===== src/vrf_cfg_pkg.sv =====
`default_nettype none

package vrf_cfg_pkg;

  ////////////////////////////////////////////////////////////////////////////
  // Architecture constants
  ////////////////////////////////////////////////////////////////////////////

  // Datapath is one 32-bit word per beat
  localparam int unsigned word_width = 32;
  localparam int unsigned word_bytes = word_width / 8;
  localparam int unsigned be_width   = word_bytes;
  localparam int unsigned vl_width   = 32;
  localparam int unsigned addr_width = 32;

  ////////////////////////////////////////////////////////////////////////////
  // Types
  ////////////////////////////////////////////////////////////////////////////

  typedef logic [word_width-1:0] word_t;
  typedef logic [be_width-1:0]   be_t;
  typedef logic [addr_width-1:0] addr_t;
  typedef logic [vl_width-1:0]   vl_t;

  // Word count drops the byte offset bits of the byte count
  typedef logic [vl_width-3:0] iter_t;

  // Valid bytes in the last word, zero stands for a full word
  typedef logic [$clog2(word_bytes)-1:0] tail_t;

  // Encoding is the log2 of the element size in bytes
  typedef enum logic [1:0] {
    sew8  = 2'd0,
    sew16 = 2'd1,
    sew32 = 2'd2
  } sew_e;

endpackage

`default_nettype wire


===== src/vrf_bus_pkg.sv =====
`default_nettype none

package vrf_bus_pkg;

  import vrf_cfg_pkg::*;

  ////////////////////////////////////////////////////////////////////////////
  // Memory port
  ////////////////////////////////////////////////////////////////////////////

  // Held stable by the requester until gnt is seen
  typedef struct packed {
    logic  req;
    logic  we;
    be_t   be;
    addr_t addr;
    word_t wdata;
  } vrf_mem_req_t;

  // rvalid follows the read grant by exactly one cycle
  typedef struct packed {
    logic  gnt;
    logic  rvalid;
    word_t rdata;
  } vrf_mem_rsp_t;

  ////////////////////////////////////////////////////////////////////////////
  // Command port
  ////////////////////////////////////////////////////////////////////////////

  // Bases are word-aligned byte addresses of the register groups
  typedef struct packed {
    vl_t   vl;
    sew_e  sew;
    addr_t src_base;
    addr_t dst_base;
  } vrf_cmd_t;

endpackage

`default_nettype wire


===== src/vrf_addr_gen.sv =====
`timescale 1ns/1ps
`default_nettype none

module vrf_addr_gen
  import vrf_cfg_pkg::*;
(
  input  logic  clk_i,
  input  logic  rst_ni,
  input  logic  load_i,
  input  logic  sel_dst_i,
  input  logic  adv_i,
  input  addr_t src_base_i,
  input  addr_t dst_base_i,
  output addr_t addr_o
);

  addr_t src_q, dst_q;

  ////////////////////////////////////////////////////////////////////////////
  // Pointers
  ////////////////////////////////////////////////////////////////////////////

  // Only the pointer on the bus moves, one word per granted beat
  always_ff @(posedge clk_i or negedge rst_ni) begin
    if (!rst_ni) begin
      src_q <= '0;
      dst_q <= '0;
    end else if (load_i) begin
      src_q <= src_base_i;
      dst_q <= dst_base_i;
    end else if (adv_i) begin
      if (sel_dst_i) begin
        dst_q <= dst_q + addr_t'(word_bytes);
      end else begin
        src_q <= src_q + addr_t'(word_bytes);
      end
    end
  end

  assign addr_o = sel_dst_i ? dst_q : src_q;

endmodule

`default_nettype wire


===== src/vrf_interface.sv =====
`timescale 1ns/1ps
`default_nettype none

module vrf_interface
  import vrf_cfg_pkg::*;
  import vrf_bus_pkg::*;
(
  input  logic         clk_i,
  input  logic         rst_ni,

  // Command
  input  logic         req_i,
  input  vrf_cmd_t     cmd_i,
  output logic         done_o,

  // Memory port
  output vrf_mem_req_t mem_req_o,
  input  vrf_mem_rsp_t mem_rsp_i,

  // Execute unit
  output word_t        operand_o,
  input  word_t        result_i
);

  logic  vl_zero;
  logic  last;
  be_t   tail_be;
  logic  cnt_load;
  logic  cnt_step;
  logic  addr_sel_dst;
  logic  addr_adv;
  logic  operand_en;
  logic  hold_en;
  logic  use_hold;
  logic  mem_req;
  logic  mem_we;
  be_t   mem_be;
  addr_t mem_addr;
  word_t mem_wdata;

  vrf_seq_fsm u_seq_fsm (
    .clk_i          (clk_i),
    .rst_ni         (rst_ni),
    .req_i          (req_i),
    .vl_zero_i      (vl_zero),
    .done_o         (done_o),
    .gnt_i          (mem_rsp_i.gnt),
    .rvalid_i       (mem_rsp_i.rvalid),
    .mem_req_o      (mem_req),
    .mem_we_o       (mem_we),
    .mem_be_o       (mem_be),
    .last_i         (last),
    .tail_be_i      (tail_be),
    .cnt_load_o     (cnt_load),
    .cnt_step_o     (cnt_step),
    .addr_sel_dst_o (addr_sel_dst),
    .addr_adv_o     (addr_adv),
    .operand_en_o   (operand_en),
    .hold_en_o      (hold_en),
    .use_hold_o     (use_hold)
  );

  vrf_iter_counter u_iter_counter (
    .clk_i     (clk_i),
    .rst_ni    (rst_ni),
    .load_i    (cnt_load),
    .step_i    (cnt_step),
    .vl_i      (cmd_i.vl),
    .sew_i     (cmd_i.sew),
    .last_o    (last),
    .vl_zero_o (vl_zero),
    .tail_be_o (tail_be)
  );

  // Pointers load together with the counter
  vrf_addr_gen u_addr_gen (
    .clk_i      (clk_i),
    .rst_ni     (rst_ni),
    .load_i     (cnt_load),
    .sel_dst_i  (addr_sel_dst),
    .adv_i      (addr_adv),
    .src_base_i (cmd_i.src_base),
    .dst_base_i (cmd_i.dst_base),
    .addr_o     (mem_addr)
  );

  vrf_operand_buffer u_operand_buffer (
    .clk_i        (clk_i),
    .rst_ni       (rst_ni),
    .operand_en_i (operand_en),
    .hold_en_i    (hold_en),
    .use_hold_i   (use_hold),
    .rdata_i      (mem_rsp_i.rdata),
    .operand_o    (operand_o),
    .result_i     (result_i),
    .wdata_o      (mem_wdata)
  );

  assign mem_req_o = '{
    req:   mem_req,
    we:    mem_we,
    be:    mem_be,
    addr:  mem_addr,
    wdata: mem_wdata
  };

endmodule

`default_nettype wire


===== src/vrf_iter_counter.sv =====
`timescale 1ns/1ps
`default_nettype none

module vrf_iter_counter
  import vrf_cfg_pkg::*;
(
  input  logic clk_i,
  input  logic rst_ni,
  input  logic load_i,
  input  logic step_i,
  input  vl_t  vl_i,
  input  sew_e sew_i,
  output logic last_o,
  output logic vl_zero_o,
  output be_t  tail_be_o
);

  vl_t   byte_cnt;
  iter_t count_q, count_d;
  tail_t tail_q, tail_sel;
  logic  last_q, last_d;
  logic  zero_q;

  // Enum value is the element size shift
  assign byte_cnt = vl_i << sew_i;

  // Last word when one full word remains, or none and only the tail
  always_comb begin
    if (load_i) begin
      count_d  = byte_cnt[vl_width-1:2];
      tail_sel = byte_cnt[1:0];
    end else begin
      count_d  = count_q - iter_t'(1);
      tail_sel = tail_q;
    end
    last_d = (count_d == ((tail_sel == '0) ? iter_t'(1) : iter_t'(0)));
  end

  always_ff @(posedge clk_i or negedge rst_ni) begin
    if (!rst_ni) begin
      count_q <= '0;
      tail_q  <= '0;
      last_q  <= 1'b0;
      zero_q  <= 1'b0;
    end else if (load_i) begin
      count_q <= count_d;
      tail_q  <= tail_sel;
      last_q  <= last_d;
      zero_q  <= (vl_i == '0);
    end else if (step_i) begin
      count_q <= count_d;
      last_q  <= last_d;
    end
  end

  // Low bytes of the last word only
  always_comb begin
    case (tail_q)
      2'd1:    tail_be_o = 4'b0001;
      2'd2:    tail_be_o = 4'b0011;
      2'd3:    tail_be_o = 4'b0111;
      default: tail_be_o = 4'b1111;
    endcase
  end

  assign last_o    = last_q;
  assign vl_zero_o = zero_q;

endmodule

`default_nettype wire


===== src/vrf_operand_buffer.sv =====
`timescale 1ns/1ps
`default_nettype none

module vrf_operand_buffer
  import vrf_cfg_pkg::*;
(
  input  logic  clk_i,
  input  logic  rst_ni,

  // Strobes from the sequencer
  input  logic  operand_en_i,
  input  logic  hold_en_i,
  input  logic  use_hold_i,

  // Read data in, operand out to the execute unit
  input  word_t rdata_i,
  output word_t operand_o,

  // Result back from the execute unit, write data out
  input  word_t result_i,
  output word_t wdata_o
);

  word_t operand_q;
  word_t hold_q;

  ////////////////////////////////////////////////////////////////////////////
  // Operand register
  ////////////////////////////////////////////////////////////////////////////

  // Loaded from each read response
  always_ff @(posedge clk_i or negedge rst_ni) begin
    if (!rst_ni) begin
      operand_q <= '0;
    end else if (operand_en_i) begin
      operand_q <= rdata_i;
    end
  end

  assign operand_o = operand_q;

  ////////////////////////////////////////////////////////////////////////////
  // Delayed-write buffer
  ////////////////////////////////////////////////////////////////////////////

  // Result of the stalled write, taken before the operand moves on
  always_ff @(posedge clk_i or negedge rst_ni) begin
    if (!rst_ni) begin
      hold_q <= '0;
    end else if (hold_en_i) begin
      hold_q <= result_i;
    end
  end

  // Live result unless a write has been waiting on its grant
  always_comb begin
    if (use_hold_i) begin
      wdata_o = hold_q;
    end else begin
      wdata_o = result_i;
    end
  end

endmodule

`default_nettype wire


===== src/vrf_seq_fsm.sv =====
`timescale 1ns/1ps
`default_nettype none

module vrf_seq_fsm
  import vrf_cfg_pkg::*;
(
  input  logic clk_i,
  input  logic rst_ni,

  // Command side
  input  logic req_i,
  input  logic vl_zero_i,
  output logic done_o,

  // Memory handshake
  input  logic gnt_i,
  input  logic rvalid_i,
  output logic mem_req_o,
  output logic mem_we_o,
  output be_t  mem_be_o,

  // Iteration counter
  input  logic last_i,
  input  be_t  tail_be_i,
  output logic cnt_load_o,
  output logic cnt_step_o,

  // Address generator
  output logic addr_sel_dst_o,
  output logic addr_adv_o,

  // Operand and write buffer
  output logic operand_en_o,
  output logic hold_en_o,
  output logic use_hold_o
);

  // read issues the next source read, write issues the pending result
  typedef enum logic [2:0] {
    idle,
    start,
    read,
    write,
    write_wait
  } seq_state_e;

  seq_state_e state_q, state_d;

  always_ff @(posedge clk_i or negedge rst_ni) begin
    if (!rst_ni) begin
      state_q <= idle;
    end else begin
      state_q <= state_d;
    end
  end

  ////////////////////////////////////////////////////////////////////////////
  // Next state and strobes
  ////////////////////////////////////////////////////////////////////////////

  always_comb begin
    state_d        = state_q;
    mem_req_o      = 1'b0;
    mem_we_o       = 1'b0;
    mem_be_o       = '1;
    cnt_load_o     = 1'b0;
    cnt_step_o     = 1'b0;
    addr_sel_dst_o = 1'b0;
    addr_adv_o     = 1'b0;
    operand_en_o   = 1'b0;
    hold_en_o      = 1'b0;
    use_hold_o     = 1'b0;
    done_o         = 1'b0;

    case (state_q)
      idle: begin
        // Counter and pointers take the command here
        if (req_i) begin
          cnt_load_o = 1'b1;
          state_d    = start;
        end
      end

      start: begin
        if (vl_zero_i) begin
          // Empty vector, finish without touching the bus
          done_o  = 1'b1;
          state_d = idle;
        end else begin
          mem_req_o = 1'b1;
          if (gnt_i) begin
            addr_adv_o = 1'b1;
            state_d    = read;
          end
        end
      end

      read: begin
        // Response of the previous read lands here right after start
        operand_en_o = rvalid_i;
        if (last_i) begin
          // Every word is already read, only the final write is left
          state_d = write;
        end else begin
          mem_req_o = 1'b1;
          if (gnt_i) begin
            addr_adv_o = 1'b1;
            state_d    = write;
          end
        end
      end

      write: begin
        // Next operand may arrive while this write is still pending
        operand_en_o = rvalid_i;
        if (!gnt_i) begin
          hold_en_o = 1'b1;
          state_d   = write_wait;
        end
      end

      write_wait: begin
        use_hold_o = 1'b1;
      end

      default: begin
        state_d = idle;
      end
    endcase

    // Write request is common to both write states
    if (state_q == write || state_q == write_wait) begin
      mem_req_o      = 1'b1;
      mem_we_o       = 1'b1;
      addr_sel_dst_o = 1'b1;
      if (last_i) begin
        mem_be_o = tail_be_i;
      end
      if (gnt_i) begin
        cnt_step_o = 1'b1;
        addr_adv_o = 1'b1;
        done_o     = last_i;
        state_d    = last_i ? idle : read;
      end
    end
  end

endmodule

`default_nettype wire

===== config.mk =====
export PLATFORM = sky130hd
export DESIGN_NAME = vrf_interface
export DESIGN_NICKNAME = d
export VERILOG_FILES = /design/src/vrf_cfg_pkg.sv /design/src/vrf_bus_pkg.sv /design/src/vrf_addr_gen.sv /design/src/vrf_interface.sv /design/src/vrf_iter_counter.sv /design/src/vrf_operand_buffer.sv /design/src/vrf_seq_fsm.sv
export SDC_FILE = /design/constraint.sdc
export NUM_CORES = 1
export LEC_CHECK = 0
export BUFFER_PORTS_ARGS = -buffer_cell sky130_fd_sc_hd__buf_4
export CAP_MARGIN = 20
export CORE_MARGIN = 2
export CORE_UTILIZATION = 49
export CTS_CLUSTER_SIZE = 14
export DETAILED_ROUTE_END_ITERATION = 8
export PLACE_DENSITY = 0.76
export SLEW_MARGIN = 20
export SYNTH_ARGS = -nofsm -noshare
export SYNTH_HDL_FRONTEND = slang
export SYNTH_SLANG_ARGS = --single-unit

===== constraint.sdc =====
create_clock -name clk_i -period 7.7 [get_ports clk_i]
set_clock_uncertainty 0.15 [all_clocks]
set_input_delay 1.54 -clock clk_i [delete_from_list [all_inputs] [get_ports clk_i]]
set_output_delay 1.54 -clock clk_i [all_outputs]
set_load 0.005 [all_outputs]

* Word level (Yosys, flattened, before mapping) *
Index checks and enable logic that the tools add are counted.

storage, ports and cells
  register bits = 165
  bits of input ports = 167
  output and inout port bits = 103

cells by class
  $add $sub $neg = 3
  equality and inequality tests = 9
  shift-type cells = 1
  mux-type cells = 50
  reductions and logical operators = 10

operators with widths
  cell                                                                   number
  32-bit two-way mux                                                     8
  30-bit two-way mux                                                     3
  32-bit by 3-bit adder with 32-bit output (second input constant)       2
  32-bit logical NOT                                                     1
  32-bit by 2-bit left shift with 32-bit output                          1
  30-bit == test                                                         1
  30-bit by 1-bit subtractor with 30-bit output (second input constant)  1
  3-bit two-way mux                                                      8
  1-bit two-way mux                                                      23
  3-bit case mux with 5 select lines                                     1
  4-bit case mux with 3 select lines                                     1
  4-bit two-way mux                                                      2
  3-bit by 2-bit == test with 1-bit output (second input constant)       2
  2-bit nonzero test                                                     3
  2-bit == test (second input constant)                                  2
  2-bit two-way mux                                                      2
  1-bit case mux with 2 select lines                                     2
  2-bit AND reduction                                                    2
  3-bit by 1-bit == test with 1-bit output (second input constant)       1
  3-bit == test (second input constant)                                  1
  3-bit logical NOT                                                      1
  2-bit by 1-bit == test with 1-bit output (second input constant)       1
  2-bit logical NOT                                                      1
  2-bit inequality test (second input constant)                          1
  other kinds (2)                                                        2

* Logic depth before layout (Yosys ltp) *
  depth in word-level cells = 8
  mapped depth = 12

* Modules after synthesis *
A second synthesis with hierarchy kept.

unflattened totals
  cell total of the unflattened synthesis = 1,067
  area total of the unflattened synthesis = 10,931.7 um^2

modules (own cells, without submodules)
  module              instances  cells an instance  area an instance (um^2)  seq. area each (um^2)
  vrf_addr_gen        1          454                4,101.4                  1,601.5
  vrf_iter_counter    1          398                3,258.1                  850.8
  vrf_operand_buffer  1          172                3,234.4                  1,601.5
  vrf_seq_fsm         1          41                 322.8                    75.1
  vrf_interface       1          2                  15.0                     0.0

* Least setup slack after synthesis *
OpenSTA, ideal clock, no wires.

  kind = input-to-reg
  from = input port cmd_i[65] (netlist name)
  to = register u_iter_counter.last_q (netlist: u_iter_counter.last_o)
  library setup time = 66 ps
  arrival time = 3,775 ps
  required time = 7,484 ps
  setup slack = 3,708 ps
  stages = 11
  buffers on the path = 3
  cells stage by stage = clkbuf_1 > clkbuf_1 > clkbuf_1 > mux2i_1 > mux2i_1 > nand2_1 > o211ai_1 > nor3_1 > nand4_1 > nor4_1 > a22o_1

between the ends
  cells in the longest elaborated chain, start to end = 7
  elaborated cells on any way between the ends = 8
  classes of those cells = 1 x eq/ne; 1 x shift; 5 x mux; 1 x reduce/logical

ends and longest elaborated chain
  item                                               line                    source
  start, declared                                    vrf_interface.sv:13     input vrf_cmd_t cmd_i,
  32-bit by 2-bit left shift with 32-bit output (*)  vrf_iter_counter.sv:25  assign byte_cnt = vl_i << sew_i;
  2-bit two-way mux                                  vrf_iter_counter.sv:29  if (load_i) begin
  2-bit logical NOT                                  vrf_iter_counter.sv:36  last_d = (count_d == ((tail_sel == '0) ? iter_t'(1) : iter_t'(0)));
  1-bit two-way mux                                  vrf_iter_counter.sv:36
  30-bit == test (*)                                 vrf_iter_counter.sv:36
  1-bit two-way mux                                  vrf_iter_counter.sv:50  end else if (step_i) begin
  1-bit two-way mux (*)                              vrf_iter_counter.sv:45  end else if (load_i) begin
  end signal, assigned                               vrf_iter_counter.sv:48  last_q <= last_d;
  end signal, assigned                               vrf_iter_counter.sv:52  last_q <= last_d;
  end, declared                                      vrf_iter_counter.sv:21  logic last_q, last_d;

Mark *: on every way between the ends. The rest lies on a longest branch, timed or not. The select of a mux whose other input is x is not followed.
A chain may end at the register's enable or synchronous reset.

==> summary.txt <==
Route
  – Routed via count: ~8600
  – Detail-routed via count per cell: approximately 5.6
  – Routed wire length: ~27 mm
  – DRC violation count after routing: 0
  – Number of iterations in the first detailed-routing pass: 7
  – Drt wl/cell: about 18 µm
  – Number of DRC markers in iteration 0: around 450
  – Count of nets left with antenna violations after detail routing: 0

Synthesis
  – Library cell occupying the most area in the post-synthesis netlist: dfrtp_1
  – Mean cell area of the mapped netlist: 9.490 µm²
  – Largest cells by area after synthesis: dfrtp_1 (42%), mux2_2 (16%), nand2_1 (7.5%)
  – Number of enable-type register cells in the synthesized netlist: 0
  – Number of standard cells after synthesis: 1030
  – Post-Synthesis Cell Area: 9774 µm²
  – Count of synthesis-stage warnings from yosys: 0
  – Yosys reg bits: ~170
  – Portion of the post-synthesis area used by sequential elements: 42.24%
  – Total nets after synthesis: approximately 1200
  – Share of flip-flops with an asynchronous set or reset after synthesis: 100.0%
  – Synth top area share: 42.24%
  – Most frequently used flop master after synthesis: dfrtp_1
  – Library cells used by synthesis: 61

STA
  – Worst Setup Slack, final: 2.981 ns
  – Slew @ Worst Pin: about 0.98 ns
  – Upper clock frequency limit: ~210 MHz
  – Total Neg Setup Slack: 0 ns
  – Final setup violation count: 0
  – Setup repair after global routing missed its margin: false
  – Final min period: between 4 and 5 ns
  – Worst-case headroom to the max-slew limit: between 30% and 40%
  – Final slew viol count: 0
  – Final hold violation count: 0
  – Part of the cycle the worst path needs: 61.28%

Setup path
  – Beginning of the worst register-to-register path: u_seq_fsm.state_q[0]
  – Crit path launch: u_seq_fsm.state_q[0]
  – Number of cells on the worst reg-to-reg path: 9
  – R2r setup slk: between 3 and 4 ns
  – CP peak stage delay: around 0.83 ns
  – Critical Setup Path Class: register to output pin
  – Required time of the worst setup path: roughly 6 ns
  – Critical path, cell by cell: nor3b_4, buf_4, or2_2, mux2_2, buf_4
  – Destination of the worst register-to-register timing path: u_addr_gen.dst_q[30]
  – Highest-delay cell along the critical path: or2_2
  – Signal arrival time at the worst endpoint: 3.03 ns
  – Worst Setup End Kind: output pin
  – Most common cell on crit path: buf_4
  – Destination of the critical timing path: mem_req_o[51]
  – Highest net fanout along the worst path: 39
  – Type of origin of the critical path: register

Pwr
  – Maximum ir drop on the vdd rail: roughly 0.21 mV
  – Power per cell area: 360.4 nW/µm²
  – Total power after layout: between 4 and 5 mW
  – Leakage dissipation: ~5.5 nW

Layout
  – Area growth from synthesis to layout: 28.61%
  – Number of nets in the layout: about 1400
  – Layout Utilization: ~64%
  – Antenna cell count: 0
  – Layout Cell Area excl Fill: 12570 µm²
  – Layout cell share with drive strength beyond 1: 36.32%

Placed design
  – Dpl ws: approximately 3.4 ns
  – Placer's final routability congestion estimate: roughly 0.92
  – Final HPWL from detailed placement: ~20 mm
  – Cell area reported after detailed placement: 11930 µm²
  – Number of port buffers: 268

Die
  – Core Area: 19530 µm²
  – Starting utilization of the core area: between 50% and 60%
  – Width of the die: around 150 µm
  – Die Area: roughly 21000 µm²
  – Height of the die: approximately 150 µm
  – Count of boundary I/O pins: 270
  – Num rows: 51

Clocking
  – Number of buffers inserted by post-CTS setup repair: 0
  – Maximum count of clock buffers along a single path: 2
  – CTS Root Cell: clkbuf_16
  – Clock tree from TritonCTS: built
  – Count of H-tree levels built during CTS: 4
  – Total CTS buffers: 17
  – # hold bufs at CTS: 0
  – Post-CTS sizing: 0
  – Clock-pin slew of the registers on the worst-case setup and hold paths: approximately 0.070 ns
  – Clk Latency, worst-skew pair: 0.43 ns
  – Number of clock sinks: about 170

Outcome
  – Run status: finished clean

Hold path
  – Worst hold path depth: 2
  – HP Class: register to register

Run
  – Reported max-cap violation count: 0

Global route
  – Total track usage: roughly a quarter
  – First-pass GRT wire length: roughly 44 mm
  – Largest net degree at the start of global routing: roughly 110
  – Number of global-route vias before repair: approximately 8300
  – Antenna violations before repair: 0
  – GR Overflow Total: 0
## synthesized netlist by cell type, drive strengths merged, types with 2 or more instances
cell type / count
or2: 2
o21a: 2
a311oi: 2
mux2: 137
nand3: 25
and3b: 2
nor2b: 8
xnor2: 27
nor3b: 3
inv: 8
o21ai: 78
a221o: 3
and4: 4
o31a: 2
nor3: 15
o2111ai: 2
or4: 7
nand3b: 2
o22ai: 2
nand2: 194
and2: 4
mux2i: 28
a31oi: 5
or3: 6
nand4: 17
a21oi: 32
o31ai: 3
a211oi: 4
nor2: 63
or4b: 2
o221a: 2
mux4: 6
xor2: 44
ha: 5
nor4: 20
clkbuf: 46
dfrtp: 165
o211ai: 3
and3: 13
buf: 19
nor4bb: 2
nand2b: 3
## power breakdown
| group | switching, mW | leakage [nW] | internal, mW |
|---|---|---|---|
| clock | 0.384 | 0.309 | 0.533 |
| sequential | 0.411 | 2.01 | 1.28 |
| combinational | 0.898 | 3.23 | 1.02 |
| total | 1.69 | 5.55 | 2.84 |
## metal layers
metal,up-vias,track usage (%),part of all wire (%)
li1,4094,-,-
met1,4150,33.31,43
met2,272,43.36,49
met3,38,5.503,5.7
met4,0,8.873,2.4
met5,-,0,0
## metrics by stage
stage,hold slack (ns),std cells
finish,0.3312,1537
CTS,0.3287,1537
global route,0.3437,1537
detailed placement,0.3128,1505
floorplan,0.2901,1030
global placement,0.3168,1505
## cells in the final DEF (no fill, tap or decap), types with 25 or more instances in the layout
cell	netlist	layout
xor2_1	44	44
nor2_1	63	63
dfrtp_1	165	165
nand3_1	25	25
a21oi_1	32	32
o21ai_0	76	76
mux2_2	137	137
buf_4	3	273
mux2i_1	28	28
nand2_1	194	193
xnor2_1	27	27
## state kept, by name (all words and copies together), names as in the netlist
register / count
u_iter_counter.vl_zero_o: 1
u_iter_counter.tail_q: 2
u_operand_buffer.operand_o: 32
u_addr_gen.src_q: 32
u_iter_counter.last_o: 1
u_iter_counter.count_q: 30
u_operand_buffer.hold_q: 32
u_addr_gen.dst_q: 32
u_seq_fsm.state_q: 3
## worst max-delay path, delay by kind of cell (launching register included)
kind	cells	cell delay (ns)
multiplexers	1	0.42
buffers and inverters	2	0.57
AND/OR/NAND/NOR	2	1.06
flip-flops	1	0.54
## final cells by class
type | instances | area, µm²
fillers | 1652 | 6955
multi-input cells | 792 | 5380
flip-flops and latches | 165 | 4129
repair buffers | 275 | 2072
clock buffers | 19 | 442.9
well taps | 265 | 331.6
clock inverters | 13 | 185.2
inverters | 8 | 30.03
## worst min-delay path by stage
stage                     endpoint  slack (ns)                start
2_1_floorplan  u_addr_gen.dst_q[0]        0.29  u_addr_gen.dst_q[0]
6_report       u_addr_gen.src_q[1]        0.33  u_addr_gen.src_q[1]
4_1_cts        u_addr_gen.src_q[1]        0.33  u_addr_gen.src_q[1]
3_3_place_gp   u_addr_gen.dst_q[0]        0.32  u_addr_gen.dst_q[0]
5_1_grt        u_addr_gen.src_q[1]        0.34  u_addr_gen.src_q[1]
3_5_place_dp   u_addr_gen.src_q[1]        0.31  u_addr_gen.src_q[1]
## kinds of logic after synthesis
group                    synth area share, %
adder cells (fa/ha/maj)               0.6400
buffers and inverters                  2.957
multiplexers                           20.03
AND/OR/NAND/NOR                        18.97
other                                0.03837
AO/OA/AOI/OAI                          8.756
flip-flops                             42.24
XOR/XNOR                               6.362
Power figures use the tool's default switching activity.
